`src/soc_mem_config.svh`:
```
// Bus widths, memory depths, region tags and exit address macros
`ifndef SOC_MEM_CONFIG_SVH
`define SOC_MEM_CONFIG_SVH

// Bus widths
`define SOC_ADDR_W 32
`define SOC_DATA_W 64
`define SOC_STRB_W 8

// Storage depths in 64-bit words
`define SOC_SRAM_WORDS 1024
`define SOC_ROM_WORDS 16

// Region tags, compared against address bits 31..16
`define SOC_DRAM_TAG 16'h8000
`define SOC_ROM_TAG 16'h0001

// Last SRAM word doubles as the simulation exit register
`define SOC_EXIT_ADDR 32'h8000_1FF8

`endif

```
`src/soc_mem_pkg.sv`:
```
// Package with data and strobe types, address union and region enumeration
`include "soc_mem_config.svh"

package soc_mem_pkg;

  typedef logic [`SOC_DATA_W-1:0] data_t;
  typedef logic [`SOC_STRB_W-1:0] strb_t;

  // ----------------------------------------
  // Address, seen as one word or as fields
  // ----------------------------------------
  typedef struct packed {
    logic [15:0] tag;
    logic [12:0] word;
    logic [2:0]  offset;
  } bus_addr_fields_t;

  typedef union packed {
    logic [`SOC_ADDR_W-1:0] raw;
    bus_addr_fields_t       fields;
  } bus_addr_u;

  // Target of a request, kept for the answer
  typedef enum logic [1:0] {
    REGION_NONE = 2'd0,
    REGION_DRAM = 2'd1,
    REGION_ROM  = 2'd2
  } region_e;

endpackage

```
`src/boot_rom.sv`:
```
// Boot ROM with sixteen generated words and a registered read
`include "soc_mem_config.svh"

module boot_rom
  import soc_mem_pkg::*;
(
  input  logic       clk_i,
  input  logic       sel_i,
  input  logic [3:0] word_i,
  output data_t      rdata_o
);

  data_t rom_table [`SOC_ROM_WORDS];

  // Upper half counts up from B007_0000 and lower half is its inverse
  for (genvar i = 0; i < `SOC_ROM_WORDS; i++) begin : gen_rom_word
    localparam logic [31:0] upper_word = 32'hB007_0000 + 32'(i);
    assign rom_table[i] = {upper_word, ~upper_word};
  end

  // Writes also register a word that the response mux drops
  always_ff @(posedge clk_i) begin
    if (sel_i) begin
      rdata_o <= rom_table[word_i];
    end
  end

endmodule

```
`config.mk`:
```
export PLATFORM = sky130hd
export DESIGN_NAME = boot_rom
export DESIGN_NICKNAME = d
export VERILOG_FILES = /design/src/soc_mem_pkg.sv /design/src/boot_rom.sv
export VERILOG_INCLUDE_DIRS = /design/src
export SDC_FILE = /design/constraint.sdc
export NUM_CORES = 1
export LEC_CHECK = 0
export ABC_AREA = 1
export BUFFER_PORTS_ARGS = -buffer_cell sky130_fd_sc_hd__buf_2
export CELL_PAD_IN_SITES_DETAIL_PLACEMENT = 1
export CELL_PAD_IN_SITES_GLOBAL_PLACEMENT = 1
export CORE_MARGIN = 5
export CORE_UTILIZATION = 24
export DETAILED_ROUTE_END_ITERATION = 8
export HOLD_SLACK_MARGIN = 0.1
export PLACE_DENSITY_LB_ADDON = 0.12
export SYNTH_ARGS = -nofsm -noshare
export SYNTH_HDL_FRONTEND = slang
export SYNTH_SLANG_ARGS = --single-unit
export TNS_END_PERCENT = 1
```
`constraint.sdc`:
```
create_clock -name clk_i -period 0.8 [get_ports clk_i]
set_input_delay 0.04 -clock clk_i [delete_from_list [all_inputs] [get_ports clk_i]]
set_output_delay 0.04 -clock clk_i [all_outputs]
set_load 0.1 [all_outputs]
```
# == Word level (Yosys, flattened, before mapping) ==
# Memory sizes are Yosys's and may differ from the RTL's. A register that Yosys moved wholly into a read port is not among the register bits.
# Cells that the tools add are included.
# word_totals
ramBits,0
output_inout_bits,64
memories,1
latchBits,0
register_bits,0
romBits,1024
# op_classes
order_cmp,0
n_eq_ne,0
bitwise_logic,1
add_sub_neg,0
n_shift,0
n_div,0
mul,0
reduce_logical,0
mux,0
# mem_list
memory,depth,word_bits,read_ports,rd_clocked_by_memory_dff,write_ports,line,text
(name not given),16,64,1,1,0,boot_rom.sv:24,rdata_o <= rom_table[word_i];
# op_table
operator,count
4-bit inverter with 5-bit output,1

# == Longest topological paths before layout ==
# depth
ltp_word,1
mapped_depth,1
mapped_depth_nobuf,1

# == Least setup slack after synthesis ==
# OpenSTA, ideal clock, no wires.
# synth_timing
path_kind,reg2out
from,register rdata_o[0]
to,output rdata_o[0]
path_buffers,0
path_slack_ns,-0.144
stages_incl_launch_ff,1
required_time_ns,0.760
arrival_ns,0.904
path_cell_list,edfxtp_1
# synth_lines
item,line,text
from (decl),boot_rom.sv:10,output data_t rdata_o
# No word-level cell between the ends.

# == Worst setup path in the final report ==
# layout_timing
from,register rdata_o[32]
to,output rdata_o[32]
# No word-level cell between the ends.

==> results.md <==
- Status: finished with violations
- Failing checks: negative setup slack
- Multiplexer area fraction after synthesis: 0%
- Post-route cell area: between 700 and 800 sq um
- Post-Synth Simple-Gate Area: 0%
- Netlist cell types: 4
- Post-synthesis adder-cell area fraction: 0%
- Compound-Gate Fraction of Synth Area: 0%
- CP required: between 0.7 and 0.8 ns
- Tmin final: about 0.9 ns
- Drt first-iter violations: 2
- Largest family of logic cells by synthesized area: buffers and inverters
- Final setup viols: 8
- Crit-path max FO: 1
- Seq. cell area: ~240 sq um
- Area grow syn2layout: 10.1%
- Routability cong.: a little over 0.6
- First-pass GRT wire length: ~1.6 mm
- Top flop regs: rdata_o x8
- CP Buf/Inv Count: 1
- Core Area: 2730 sq um
- Netlist Area Pre-Place: ~680 sq um
- FF+latch count, synth: 8
- Critical Path AT: 0.86 ns
- Number of port buffers: 13
- CTS tree: done
- Max Clk Rate: between 1 and 1.5 GHz
- Share of layout cells above drive strength 1: between 10% and 20%
- Hold crit path type: in2reg
- Reg clk slew, reported paths: 0.05 ns
- Pwr dens: between 3000 and 4000 nW/um^2
- Post-Syn Area per Cell: 9.76 sq um
- Clock sink count: 8
- RSZ-0062 raised after global routing: true
- Post-Synthesis Cells: 70
- Die Wd: roughly 63 microns
- CP max-delay cell: edfxtp_1
- Max-slew violations: 0
- Detailed Route WL: 1.16 mm
- # diodes: 0
- Biggest register: rdata_o
- Clock buffer count from CTS: 3
- Initial core utilization: between 20 and 25%
- Clock root buffer: clkbuf_4
- Top Ports: 70
- Commonest cells after routing, fill and taps aside: conb_1, buf_12, edfxtp_1, buf_2
- H-Tree Depth: 1
- Worst setup margin: -0.102 ns
- Setup crit end kind: output pin
- Crit share post-route: 113%
- Total vias in the final route: approximately 310
- Number of flip-flops in the largest register: 8
- Crit path cell chain: buf_12
- Die height: roughly 63 microns
- Filler instances: approximately 330
- Delay-heaviest family, CP: flip-flops
- Avg WL per Cell: 9.71 microns
- CP Class: reg2out
- Worst hold slack: approximately 0.15 ns
- Mean number of vias per cell: 2.56
- Initial antenna violation count: 0
- Max capacitance violation total: 0
- Peak VDD IR: approximately 1.0 mV
- Synth Area in XOR/XNOR: 0%
- Max stage delay on crit path: about 0.42 ns
- Cell Rows: 19
- Register area share after synthesis: 35.2%
- Post-DP Area: just under 700 sq um
- Worst setup SP type: flip-flop
- Warnings, synthesis: 0
- Nets@finish: between 90 and 100
- Area of the multi-input gates: ~210 sq um
- Pin count of the biggest net entering global routing: 9
- Final Hold Fails: 0
- Total track usage: 5.05%
- Hpwl dp: around 1000 microns
- Post-route ant nets: 0
- P_leak: slightly above 0.4 nW
- Total gr overflow: 0
- TritonRoute pass-1 iters: 3
- Commonest non-fill, non-tap cell in the layout: conb_1
- Number of global-route vias before repair: about 280
- CTS Buffer Depth: 2
- Die ar.: between 4000 and 5000 sq um
- Drc violations: 0
==> per-layer routing <==
metal  GRT usage [%]  routed length, microns
met2            7.23                     578
met3            3.37                     173
met5               0                       0
met4            2.34                       0
met1            5.74                     402
==> synth_stat cells <==
master	n	area share, %
edfxtp_1	8	35
conb_1	2	1.1
inv_1	4	2.2
buf_4	56	62
==> final timing paths <==
path        start           to  cells past startpoint
min         sel_i   rdata_o[3]                      1
max   rdata_o[32]  rdata_o[32]                      1
==> kinds of logic after synthesis <==
family	count (synthesis)
buffers and inverters	60
other	2
flip-flops	8
==> final cells by class <==
class	count	share of cell area, %
Inverter	4	2.00
Timing Repair Buffer	17	30.0
Sequential cell	8	31.9
Multi-Input combinational cell	56	28.0
Tap cell	31	5.16
Clock buffer	3	3.00
==> report_power, final <==
group | total, mW | internal (mW) | switching [mW]
sequential | 0.528 | 0.501 | 0.0270
combinational | 1.55 | 0.141 | 1.41
clock | 0.298 | 0.171 | 0.127
==> through the flow <==
stage	util, %	setup TNS (ns)	power, mW	setup slack (ns)	instances
2_1_floorplan	-	-1.15	2.11	-0.144	124
3_3_place_gp	25.2	0	2.06	0.154	112
3_5_place_dp	25.2	0	2.07	0.153	112
4_1_cts	27.5	-0.875	2.40	-0.123	119
5_1_grt	27.5	-0.989	2.45	-0.138	119
6_report	27.5	-0.724	2.38	-0.102	119
==> timing repair <==
item / CTS / global route
pin swaps: 0 / 0
gates resized for setup: 0 / 0
setup buffers: 0 / 0
setup endpoints to repair: 8 / 8
hold buffers: 4 / 0
cloned: 0 / 0
hold endpoints to repair: 8 / 0
Note: power is estimated with default switching activity, not from simulation.
