## src/soc_mem_config.svh

```systemverilog
// Bus widths, memory depths, region tags and exit address macros
`ifndef SOC_MEM_CONFIG_SVH
`define SOC_MEM_CONFIG_SVH

// Bus widths
`define SOC_ADDR_W 32
`define SOC_DATA_W 64
`define SOC_STRB_W 8

// Storage depths in 64-bit words
`define SOC_SRAM_WORDS 1024
`define SOC_ROM_WORDS 16

// Region tags, compared against address bits 31..16
`define SOC_DRAM_TAG 16'h8000
`define SOC_ROM_TAG 16'h0001

// Last SRAM word doubles as the simulation exit register
`define SOC_EXIT_ADDR 32'h8000_1FF8

`endif

```

## src/soc_mem_pkg.sv

```systemverilog
// Package with data and strobe types, address union and region enumeration
`include "soc_mem_config.svh"

package soc_mem_pkg;

  typedef logic [`SOC_DATA_W-1:0] data_t;
  typedef logic [`SOC_STRB_W-1:0] strb_t;

  // ----------------------------------------
  // Address, seen as one word or as fields
  // ----------------------------------------
  typedef struct packed {
    logic [15:0] tag;
    logic [12:0] word;
    logic [2:0]  offset;
  } bus_addr_fields_t;

  typedef union packed {
    logic [`SOC_ADDR_W-1:0] raw;
    bus_addr_fields_t       fields;
  } bus_addr_u;

  // Target of a request, kept for the answer
  typedef enum logic [1:0] {
    REGION_NONE = 2'd0,
    REGION_DRAM = 2'd1,
    REGION_ROM  = 2'd2
  } region_e;

endpackage

```

## src/addr_decoder.sv

```systemverilog
// Address decoder: region selects, registered answer region and exit detection
`include "soc_mem_config.svh"

module addr_decoder
  import soc_mem_pkg::*;
(
  input  logic        clk_i,
  input  logic        rst_ni,
  input  logic        req_i,
  input  logic        we_i,
  input  bus_addr_u   addr_i,
  input  data_t       wdata_i,
  output logic        sram_sel_o,
  output logic        rom_sel_o,
  output logic        rsp_valid_o,
  output region_e     rsp_region_o,
  output logic        rsp_write_o,
  output logic [31:0] exit_o
);

  region_e region_d;
  logic    exit_hit;

  // ----------------------------------------
  // Region decode on the tag field
  // ----------------------------------------
  always_comb begin
    case (addr_i.fields.tag)
      `SOC_DRAM_TAG: region_d = REGION_DRAM;
      `SOC_ROM_TAG:  region_d = REGION_ROM;
      default:       region_d = REGION_NONE;
    endcase
  end

  // Strobes only while a request is on the bus
  assign sram_sel_o = req_i & (region_d == REGION_DRAM);
  assign rom_sel_o  = req_i & (region_d == REGION_ROM);

  // ----------------------------------------
  // Answer bookkeeping, one cycle later
  // ----------------------------------------
  always_ff @(posedge clk_i or negedge rst_ni) begin
    if (!rst_ni) begin
      rsp_valid_o  <= 1'b0;
      rsp_region_o <= REGION_NONE;
      rsp_write_o  <= 1'b0;
    end else begin
      rsp_valid_o  <= req_i;
      rsp_region_o <= req_i ? region_d : REGION_NONE;
      rsp_write_o  <= req_i & we_i;
    end
  end

  // Exit register, raw address compare
  // The write itself still goes to the SRAM through sram_sel_o
  assign exit_hit = req_i & we_i & (addr_i.raw == `SOC_EXIT_ADDR);
  assign exit_o   = exit_hit ? wdata_i[31:0] : 32'h0;

endmodule

```

## config.mk

```make
export PLATFORM = sky130hd
export DESIGN_NAME = addr_decoder
export DESIGN_NICKNAME = d
export VERILOG_FILES = /design/src/soc_mem_pkg.sv /design/src/addr_decoder.sv
export VERILOG_INCLUDE_DIRS = /design/src
export SDC_FILE = /design/constraint.sdc
export NUM_CORES = 1
export LEC_CHECK = 0
export BUFFER_PORTS_ARGS = -buffer_cell sky130_fd_sc_hd__buf_2
export CORE_UTILIZATION = 32
export CTS_BUF_LIST = sky130_fd_sc_hd__clkbuf_4 sky130_fd_sc_hd__clkbuf_8
export DETAILED_ROUTE_END_ITERATION = 8
export PLACE_DENSITY = 0.88
export SYNTH_ARGS = -nofsm -noshare
export SYNTH_HDL_FRONTEND = slang
export SYNTH_SLANG_ARGS = --single-unit
```

## constraint.sdc

```tcl
create_clock -name clk_i -period 3.9 [get_ports clk_i]
set_clock_uncertainty 0.2 [all_clocks]
set_input_delay 0.78 -clock clk_i [delete_from_list [all_inputs] [get_ports clk_i]]
set_output_delay 0.78 -clock clk_i [all_outputs]
set_load 0.005 [all_outputs]
```

Yosys cells after proc, flatten, opt, wreduce, memory -nomap -nowiden
Index checks and enable logic that the tools add are counted.
W data, S select, Z words.
{"block": "word_totals", "ff_bits": 4, "latch_bits": 0, "ram_bits": 0, "romBits": 0, "input_bits": 100, "out_inout_bits": 38, "elab_cells": 15, "memories": 0}
{"block": "op_classes", "n_addsub": 0, "mul": 0, "div_mod_pow": 0, "magnitude_cmp": 0, "n_eq_ne": 5, "shifts": 0, "muxes": 3, "n_bitwise": 4, "n_reduce_logical": 0}
{"operator": "$eq A32 B32 Y1 const B", "n": 1}
{"operator": "$mux W32", "n": 1}
{"operator": "$eq A16 B1 Y1 const B", "n": 1}
{"operator": "$eq A16 B16 Y1 const B", "n": 1}
{"operator": "$and A1 B1 Y1", "n": 4}
{"operator": "$pmux W2 S2", "n": 1}
{"operator": "$eq A2 B1 Y1 const B", "n": 1}
{"operator": "$eq A2 B2 Y1 const B", "n": 1}
{"operator": "$mux W2", "n": 1}

Logic depth before layout (Yosys ltp)
{"block": "depth", "depth_word": 4, "depth_mapped": 4, "mapped_depth_nobuf": 3}

Least setup slack after synthesis
Ideal clock, no wire load.
{"block": "synth_timing", "path_kind": "input to output", "from": "in addr_i[15] (netlist name)", "to": "out exit_o[0]", "arrival_ps": 1656, "required_ps": 2920, "setup_slack_ps": 1264, "cell_stages": 4, "path_buffers": 1, "cell_sequence": "nor4_2 -> nand3_2 -> buf_6 -> nor4_2"}
{"block": "synth_via", "elab_chain_len": 3}
{"item": "from (decl)", "line_no": "addr_decoder.sv:11", "source": "input bus_addr_u addr_i,"}
{"item": "$eq A32 B32 Y1 (no line)"}
{"item": "$and A1 B1 Y1", "line_no": "addr_decoder.sv:56", "source": "assign exit_hit = req_i & we_i & (addr_i.raw == `SOC_EXIT_ADDR);"}
{"item": "$mux W32", "line_no": "addr_decoder.sv:57", "source": "assign exit_o = exit_hit ? wdata_i[31:0] : 32'h0;"}
{"item": "to (decl)", "line_no": "addr_decoder.sv:18", "source": "output logic [31:0] exit_o"}
Every way passes these cells.

Worst setup path in the final report
Ends and elaborated chain as after synthesis.

==> summary.txt <==
Run
  • Max-Cap Viols: 0

Synthesis
  • Post-synth EDFFs: 0
  • Top cell type's share of synthesized area: 43.24%
  • Syn Nets: 197
  • FFs w/ async S/R, synth: 100.0%
  • Cell Area, Synth: 897.1 µm²
  • Syn Inst Count: 97
  • #FFs+latches synth: 4
  • Syn. warnings: 0
  • Dominant cells by area after synthesis: nor4_2, inv_1, dfrtp_1
  • Mapped Avg Cell Area: 9.249 µm²
  • Commonest cells in the netlist: inv_1, nor4_2, buf_6
  • Top-count cell post-synth: inv_1
  • Area leader, netlist: nor4_2
  • Top_reg_cell synth: dfrtp_1
  • Register area share after synthesis: 11.16%
  • Unique cell type count in the Yosys netlist: 17

Drt
  • Residual DRC count: 0
  • DR WL/cell: 10.85 µm
  • TritonRoute pass-1 iters: 3
  • Routed vias/inst: 4.550
  • First DRT Iteration DRCs: 4
  • Detailed Route WL: 2507 µm
  • DR vias: 1051
  • ANT nets after route: 0

Global routing
  • First-pass GRT wire length: 3463 µm
  • Largest net degree at the start of global routing: 21
  • Vias in the first global route: 887
  • GR Overflow Total: 0
  • Global Route Usage Sum: 15.71%
  • Initial antenna violation count: 0

Placed design
  • Detail Placement HPWL: 2165 µm
  • Port Buffers: 105
  • GPL Wtd Cong: 0.6998

Worst setup path
  • Cell Chain, Critical Path: buf_2, nor4_2, nand3_2, buf_4, nor4_2, buf_2
  • Largest stage delay on the critical path: 340 ps
  • Startpoint types: input port
  • Setup CP Type: in -> out
  • Family with the most delay on the worst path: simple AND/OR/NAND/NOR gates
  • WP data arrival: 2290 ps
  • Data required time at the worst endpoint: 2920 ps
  • Critical path's slowest cell: nand3_2
  • Critical Path End Type: primary output
  • CP Buf/Inv Count: 3
  • Worst-path maximum fanout: 13

Die
  • Ports: 138
  • Initial Util: 34.94%
  • Width of the die: 54.95 µm
  • Die H: 54.95 µm
  • Row count: 18
  • Die area: 3019 µm²
  • CORE AREA: 2567 µm²

CTS
  • Post-CTS Hold Fix Bufs: 0
  • CTS H-tree lvls: 1
  • Total CTS buffers: 3
  • CTS Root Cell: clkbuf_4
  • CTS clock-pin slew for the worst setup and hold paths: 40 ps
  • Number of setup buffers added after CTS: 0
  • CTS Buffer Depth: 2
  • Resize count post-CTS: 0
  • CTS tree: yes
  • Num Clock Sinks: 4

STA
  • Final hold vios: 0
  • Period utilization: 83.79%
  • Highest Clock Rate: 306.0 MHz
  • Slew headroom: 63.89%
  • Tightest Pin Transition: 539.8 ps
  • Setup_tns: 0 ps
  • Final Max Slew Viols: 0
  • Final Critical Period: 3268 ps
  • Setup violations, final: 0
  • Unrepaired setup endpoints after global routing: false

Layout
  • # diodes: 0
  • Fillers: 239
  • P&R area growth vs syn: 60.53%
  • Share of layout cells above drive strength 1: 75.12%
  • Post-layout net count: 303

Power
  • Leakage: 0.7966 nW
  • VDD IR max: 0.1883 mV
  • Overall power: 0.1504 mW
  • PwrDens: 104.4 nW/µm²

Status
  • Outcome: finished clean

Hold path
  • Worst Hold Class: in -> async
## worst max path at each step
| stage | cells past startpoint | from | end | slack, ps |
|---|---|---|---|---|
| 3_5_place_dp | 6 | addr_i[15] | exit_o[0] | 590 |
| 3_3_place_gp | 6 | addr_i[15] | exit_o[0] | 620 |
| 2_1_floorplan | 4 | addr_i[15] | exit_o[0] | 1260 |
| 4_1_cts | 6 | addr_i[15] | exit_o[0] | 580 |
| 6_report | 6 | addr_i[15] | exit_o[0] | 630 |
| 5_1_grt | 6 | addr_i[15] | exit_o[14] | 520 |
## stage by stage
| step | instance area [µm²] | instances | util, % | worst slack, ps | hold slack, ps |
|---|---|---|---|---|---|
| after floorplan | 897.1 | 97 | - | 1264 | 284.4 |
| after global placement | 1418 | 228 | 55.21 | 619.4 | 384.5 |
| after detailed placement | 1418 | 228 | 55.21 | 588.7 | 387.5 |
| after CTS | 1440 | 231 | 56.09 | 582.8 | 135.2 |
| after global routing | 1440 | 231 | 56.09 | 522.9 | 126.8 |
| final | 1440 | 231 | 56.09 | 632.1 | 140.0 |
## layout by cell type, fill, tap and decap left out
cell type  netlist  routed
buf_2            3     105
inv_1           33      33
nor4_2          31      31
buf_4            0       5
dfrtp_1          4       4
nor4_4           3       3
nor2_1           3       3
clkbuf_4         0       3
and4_1           2       2
nor4_1           2       2
nor3_1           2       2
and4bb_1         1       1
nand3_2          1       1
and2_1           1       1
nand2_2          0       1
nor4b_4          1       1
nand4_4          1       1
nand4_1          1       1
nand2_1          2       1
## cells by family after synthesis
kind of cell / Yosys count / share of synthesized area [%]
flops: 4 / 11.16
buf+inv: 42 / 23.01
simple gates: 51 / 65.83
## where the power goes
group	switching (mW)	internal [mW]
logic	0.0260	0.0309
clock network	0.0161	0.0343
registers	0.000223	0.0428
## metal layers
layer	GRT usage (%)	up-vias	share of wire, %
met5	0	-	0
met4	2.917	0	0
met3	5.191	0	12
met2	31.93	67	51
met1	15.06	437	37
li1	-	547	-
## area by class of cell
type	count	area [µm²]	area share, %
clock buffer	3	22.52	1.564
timing repair buffer	110	563.0	39.10
sequential	4	100.1	6.950
multi-input combinational	51	593.1	41.18
inverter	33	123.9	8.601
tap	30	37.54	2.606
## state kept, by name, indices dropped and copies added, names as in the netlist
name          cells
rsp_valid_o       1
rsp_region_o      2
rsp_write_o       1
No activity file was read; power rests on OpenSTA's default activity.
