**src/soc_mem_config.svh**
```systemverilog
// Bus widths, memory depths, region tags and exit address macros
`ifndef SOC_MEM_CONFIG_SVH
`define SOC_MEM_CONFIG_SVH

// Bus widths
`define SOC_ADDR_W 32
`define SOC_DATA_W 64
`define SOC_STRB_W 8

// Storage depths in 64-bit words
`define SOC_SRAM_WORDS 1024
`define SOC_ROM_WORDS 16

// Region tags, compared against address bits 31..16
`define SOC_DRAM_TAG 16'h8000
`define SOC_ROM_TAG 16'h0001

// Last SRAM word doubles as the simulation exit register
`define SOC_EXIT_ADDR 32'h8000_1FF8

`endif

```
**src/soc_mem_pkg.sv**
```systemverilog
// Package with data and strobe types, address union and region enumeration
`include "soc_mem_config.svh"

package soc_mem_pkg;

  typedef logic [`SOC_DATA_W-1:0] data_t;
  typedef logic [`SOC_STRB_W-1:0] strb_t;

  // ----------------------------------------
  // Address, seen as one word or as fields
  // ----------------------------------------
  typedef struct packed {
    logic [15:0] tag;
    logic [12:0] word;
    logic [2:0]  offset;
  } bus_addr_fields_t;

  typedef union packed {
    logic [`SOC_ADDR_W-1:0] raw;
    bus_addr_fields_t       fields;
  } bus_addr_u;

  // Target of a request, kept for the answer
  typedef enum logic [1:0] {
    REGION_NONE = 2'd0,
    REGION_DRAM = 2'd1,
    REGION_ROM  = 2'd2
  } region_e;

endpackage

```
**src/bus_response_mux.sv**
```systemverilog
// Response combiner: SRAM and ROM read data plus decode-error answer
module bus_response_mux
  import soc_mem_pkg::*;
(
  input  logic    rsp_valid_i,
  input  region_e rsp_region_i,
  input  logic    rsp_write_i,
  input  data_t   sram_rdata_i,
  input  data_t   rom_rdata_i,
  output logic    rsp_valid_o,
  output data_t   rdata_o,
  output logic    err_o
);

  data_t region_rdata;

  // ----------------------------------------
  // Read word by registered region
  // ----------------------------------------
  always_comb begin
    case (rsp_region_i)
      REGION_DRAM: region_rdata = sram_rdata_i;
      REGION_ROM:  region_rdata = rom_rdata_i;
      default:     region_rdata = '0;
    endcase
  end

  // Write answers and error answers carry no data
  always_comb begin
    if (rsp_valid_i && !rsp_write_i) begin
      rdata_o = region_rdata;
    end else begin
      rdata_o = '0;
    end
  end

  // Decode error, like an error slave on an unmapped window
  assign err_o       = rsp_valid_i & (rsp_region_i == REGION_NONE);
  assign rsp_valid_o = rsp_valid_i;

endmodule

```
**config.mk**
```make
export PLATFORM = sky130hd
export DESIGN_NAME = bus_response_mux
export DESIGN_NICKNAME = d
export VERILOG_FILES = /design/src/soc_mem_pkg.sv /design/src/bus_response_mux.sv
export VERILOG_INCLUDE_DIRS = /design/src
export SDC_FILE = /design/constraint.sdc
export NUM_CORES = 1
export LEC_CHECK = 0
export ABC_AREA = 1
export BUFFER_PORTS_ARGS = -buffer_cell sky130_fd_sc_hd__buf_4
export CAP_MARGIN = 20
export CORE_AREA = 2 2 76 78
export DETAILED_ROUTE_END_ITERATION = 10
export DIE_AREA = 0 0 78 80
export PLACE_DENSITY = 0.81
export SETUP_SLACK_MARGIN = 0.2
export SYNTH_ARGS = -nofsm -noshare
export SYNTH_HDL_FRONTEND = slang
export SYNTH_SLANG_ARGS = --single-unit
```
**constraint.sdc**
```tcl
create_clock -name vclk -period 1.97
set_clock_uncertainty 0.05 [all_clocks]
set_input_delay 0.0985 -clock vclk [all_inputs]
set_output_delay 0.0985 -clock vclk [all_outputs]
set_load 0.05 [all_outputs]
```
**After elaboration in Yosys (flattened, before gate mapping)**

Index checks and enable logic that the tools add are counted.

- Bitwise operators: 1
- Mux-type cells: 2
- Reduce and logical (&&, ||, !) cells: 3
- Equal/unequal tests: 2

Operators with widths:

| cell | count |
|---|---|
| 64-bit one-hot mux with 2 select lines | 1 |
| 64-bit 2-to-1 mux | 1 |
| 2-bit by 1-bit == test with 1-bit output, second input constant | 1 |
| 2-bit == test, second input constant | 1 |
| 2-bit logical NOT | 1 |
| 1-bit bitwise AND | 1 |
| 1-bit logical AND | 1 |
| 1-bit logical NOT | 1 |

- Logic and storage cells: 8
- Output and inout bits: 66
- Flip-flop bits (word level): 0

**Longest topological paths before layout**

- Depth after elaboration: 3
- Depth in mapped cells: 8

**Worst setup path before layout**

No wires, ideal clock.

- Path kind: input -> output
- From: input port rsp_region_i[0]
- To: output port rdata_o[10]
- Arrival: 1.188 ns
- Slack: 0.634 ns
- Stages on the path: 7
- Data required time: 1.821 ns
- Cells stage by stage: inv_1 > ha_1 > nand2_2 > nor2_8 > buf_8 > nand2_1 > inv_1

- Longest elaborated chain between the ends: 3
- Elaborated cells between the ends (all ways): 4

RTL lines:

| what | line | RTL |
|---|---|---|
| start: declaration | bus_response_mux.sv:6 | `input region_e rsp_region_i,` |
| 2-bit == test / 2-bit by 1-bit == test with 1-bit output (equally long branches) | bus_response_mux.sv:21 | `case (rsp_region_i)` |
| 64-bit one-hot mux with 2 select lines * | bus_response_mux.sv:21 |  |
| 64-bit 2-to-1 mux * | bus_response_mux.sv:30 | `if (rsp_valid_i && !rsp_write_i) begin` |
| end: declaration | bus_response_mux.sv:11 | `output data_t rdata_o,` |

Mark *: on every way between the ends. The rest lies on a longest branch, timed or not.

**Final worst setup path**

- From: input port rsp_region_i[1]
- To: output port rdata_o[28]

Same word-level chain as after synthesis.

==> impl_results.html <==
<table>
<tr><th>Metric</th><th>Value</th></tr>
<tr><th colspan="2">Detailed routing</th></tr>
<tr><td>Number of design-rule violations left by the first detailed-router iteration</td><td>76</td></tr>
<tr><td>DRC violation count after routing</td><td>0</td></tr>
<tr><td>Routed via count</td><td>2,464</td></tr>
<tr><td>Number of vias per cell</td><td>4.07</td></tr>
<tr><td>Routed WL</td><td>5660 um</td></tr>
<tr><td>Antenna-violating nets left</td><td>0</td></tr>
<tr><td>First drt pass iteration count</td><td>4</td></tr>
<tr><td>Wirelength per Cell</td><td>9.36 um</td></tr>
<tr><th colspan="2">STA</th></tr>
<tr><td>Aggregate negative setup slack</td><td>0 ns</td></tr>
<tr><td>Number of max-slew violations in the final report</td><td>0</td></tr>
<tr><td>Unrepaired setup endpoints after global routing</td><td>no</td></tr>
<tr><td>Timing-limited maximum frequency</td><td>0.664 GHz</td></tr>
<tr><td>Part of the cycle the worst path needs</td><td>76.4%</td></tr>
<tr><td>Worst slew slack as a fraction of its limit</td><td>73.7%</td></tr>
<tr><td>Smallest setup slack after layout</td><td>0.465 ns</td></tr>
<tr><td>Final period demand of the worst path</td><td>1.51 ns</td></tr>
<tr><td>Setup Viol. Count Final</td><td>0</td></tr>
<tr><td>Actual transition at the worst max-transition pin</td><td>0.394 ns</td></tr>
<tr><td>Number of failing hold endpoints at the final stage</td><td>0</td></tr>
<tr><th colspan="2">Final layout</th></tr>
<tr><td>Synth-to-layout area growth</td><td>100%</td></tr>
<tr><td>Cell area after layout</td><td>2910 um2</td></tr>
<tr><td>FF/Latch Area</td><td>0 um2</td></tr>
<tr><td>Highest-count cells in the layout ignoring fill and taps</td><td>257 x sky130_fd_sc_hd__nand2_1, 204 x sky130_fd_sc_hd__buf_4, 67 x sky130_fd_sc_hd__inv_1</td></tr>
<tr><td># clk buffers</td><td>0</td></tr>
<tr><td>Most common cell after layout, fill and taps aside</td><td>sky130_fd_sc_hd__nand2_1</td></tr>
<tr><td>Sequential cell count</td><td>0</td></tr>
<tr><td>Share of layout cells above drive strength 1</td><td>39.0%</td></tr>
<tr><td>Antenna fix cells</td><td>0</td></tr>
<tr><td># nets final</td><td>670</td></tr>
<tr><th colspan="2">Placed design</th></tr>
<tr><td>Setup Slack @ Placement</td><td>0.460 ns</td></tr>
<tr><td>Placed Area</td><td>2910 um2</td></tr>
<tr><td>Port Buffer Count</td><td>198</td></tr>
<tr><td>Detailed-placement wirelength estimate</td><td>4650 um</td></tr>
<tr><td>Routability congestion estimate from global placement</td><td>0.788</td></tr>
<tr><th colspan="2">Floorplanning</th></tr>
<tr><td>Die footprint</td><td>6240 um2</td></tr>
<tr><td>Die width</td><td>78 um</td></tr>
<tr><td>Starting density of the core</td><td>26.9%</td></tr>
<tr><td>Std-Cell Rows</td><td>27</td></tr>
<tr><td>Y dimension of the die</td><td>80 um</td></tr>
<tr><td>Area of the core</td><td>5410 um2</td></tr>
<tr><td>Top-Level Pins</td><td>198</td></tr>
<tr><th colspan="2">Power</th></tr>
<tr><td>Leakage power of the design</td><td>0.00229 uW</td></tr>
<tr><td>Power per Cell Area</td><td>182 nW/um2</td></tr>
<tr><td>Max rail drop VDD</td><td>0.0879 mV</td></tr>
<tr><td>Total power of the final layout</td><td>529 uW</td></tr>
<tr><th colspan="2">Synth</th></tr>
<tr><td>Distinct cell type count after synthesis</td><td>8</td></tr>
<tr><td>Avg Cell Area, Syn</td><td>4.15 um2</td></tr>
<tr><td>Cell Area, Synth</td><td>1450 um2</td></tr>
<tr><td>Yosys Warn Count</td><td>0</td></tr>
<tr><td>Share of synthesized area occupied by flip-flops and latches</td><td>0%</td></tr>
<tr><td>Post-synthesis instance total</td><td>350</td></tr>
<tr><td>Net Count, Synth</td><td>485</td></tr>
<tr><th colspan="2">Worst hold path</th></tr>
<tr><td>Min-Delay Path Class</td><td>in -&gt; out</td></tr>
<tr><td>Origin of the worst min-delay path</td><td>rsp_valid_i</td></tr>
<tr><td>Hold Path Stages</td><td>2</td></tr>
<tr><td>Hold Path End</td><td>rsp_valid_o</td></tr>
<tr><th colspan="2">Critical path</th></tr>
<tr><td>Endpoint class of the critical path</td><td>primary output</td></tr>
<tr><td>Worst path required time</td><td>1.82 ns</td></tr>
<tr><td>Critical path start-end classification</td><td>in -&gt; out</td></tr>
<tr><td>Maximum fanout encountered on the critical timing path</td><td>41</td></tr>
<tr><td>Critical Path Start</td><td>rsp_region_i[1]</td></tr>
<tr><td>Critical path launch point type</td><td>input pin</td></tr>
<tr><td>Worst endpoint data arrival time</td><td>1.36 ns</td></tr>
<tr><th colspan="2">Outcome</th></tr>
<tr><td>Result of the run</td><td>completed</td></tr>
<tr><th colspan="2">Clocking</th></tr>
<tr><td># Post-CTS Setup Buffers</td><td>0</td></tr>
<tr><td>Number of buffers inserted for hold repair after clock tree synthesis</td><td>0</td></tr>
<tr><td>Count of instances resized after the clock tree is built</td><td>0</td></tr>
<tr><th colspan="2">Global route</th></tr>
<tr><td>Total global routing overflow</td><td>0</td></tr>
<tr><td>Antenna violations before repair</td><td>0</td></tr>
<tr><td>First-pass GRT wire length</td><td>9320 um</td></tr>
<tr><td>Number of global-route vias before repair</td><td>2,328</td></tr>
<tr><td>Maximum number of pins on one net before global-route repair</td><td>42</td></tr>
<tr><td>Gr usage total</td><td>17.2%</td></tr>
<tr><th colspan="2">Job</th></tr>
<tr><td>Max capacitance violation total</td><td>0</td></tr>
</table>
==> cells in the mapped netlist <==
| cell | number | area share (%) |
|---|---|---|
| sky130_fd_sc_hd__buf_2 | 12 | 4.1 |
| sky130_fd_sc_hd__nand2_2 | 1 | 0.43 |
| sky130_fd_sc_hd__buf_8 | 6 | 6.2 |
| sky130_fd_sc_hd__ha_1 | 3 | 2.6 |
| sky130_fd_sc_hd__nor2_8 | 1 | 1.4 |
| sky130_fd_sc_hd__inv_1 | 67 | 17 |
| sky130_fd_sc_hd__nand2_1 | 257 | 66 |
| sky130_fd_sc_hd__buf_4 | 3 | 1.6 |
==> per-stage QoR <==
stage | utilization, % | hold slack, ns | std cells
floorplan | - | 0.314 | 350
global placement | 53.8 | 0.434 | 605
detailed placement | 53.8 | 0.438 | 605
CTS | 53.8 | 0.438 | 605
global route | 53.8 | 0.452 | 605
finish | 53.8 | 0.441 | 605
==> report_power, final <==
group          leakage (uW)  internal [uW]  switching, uW
Combinational       0.00229            256            273
Sequential                0              0              0
Clock                     0              0              0
Total               0.00229            256            273
==> how the worst max path moves through the flow <==
stage	to	cells after the start
final	rdata_o[28]	9
after global routing	rdata_o[36]	9
after CTS	rdata_o[8]	9
after detailed placement	rdata_o[28]	9
after global placement	rdata_o[15]	9
after floorplan	rdata_o[10]	7
==> cell families (layout without fill, tap and decap cells) <==
group,after synthesis,after routing,synth area share [%]
adders and majority gates,3,3,2.58
buffers and inverters,88,271,29.2
and+or+nand+nor,259,259,68.2
==> critical path: stages <==
cell and delay, ns:
sky130_fd_sc_hd__buf_4 0.11, sky130_fd_sc_hd__inv_1 0.07, sky130_fd_sc_hd__ha_2 0.18, sky130_fd_sc_hd__buf_4 0.36, sky130_fd_sc_hd__nand2_1 0.12, sky130_fd_sc_hd__nand2_1 0.09, sky130_fd_sc_hd__nand2_1 0.05, sky130_fd_sc_hd__inv_1 0.07
sky130_fd_sc_hd__buf_4 0.19
==> metal layers <==
layer / GRT usage [%] / vias up / wire (um)
met2: 37.5 / 119 / 2870
met1: 17.1 / 1012 / 2140
met4: 1.23 / 0 / 44
met3: 3.28 / 4 / 599
met5: 0 / - / 0
li1: - / 1329 / -
==> layout make-up <==
| cell class | instances | area [um2] |
|---|---|---|
| Multi-Input combinational cell | 262 | 1030 |
| Timing Repair Buffer | 204 | 1530 |
| Tap cell | 72 | 90.1 |
| Inverter | 67 | 251 |
| Fill cell | 551 | 2500 |
(Power assumes the default switching activity.)
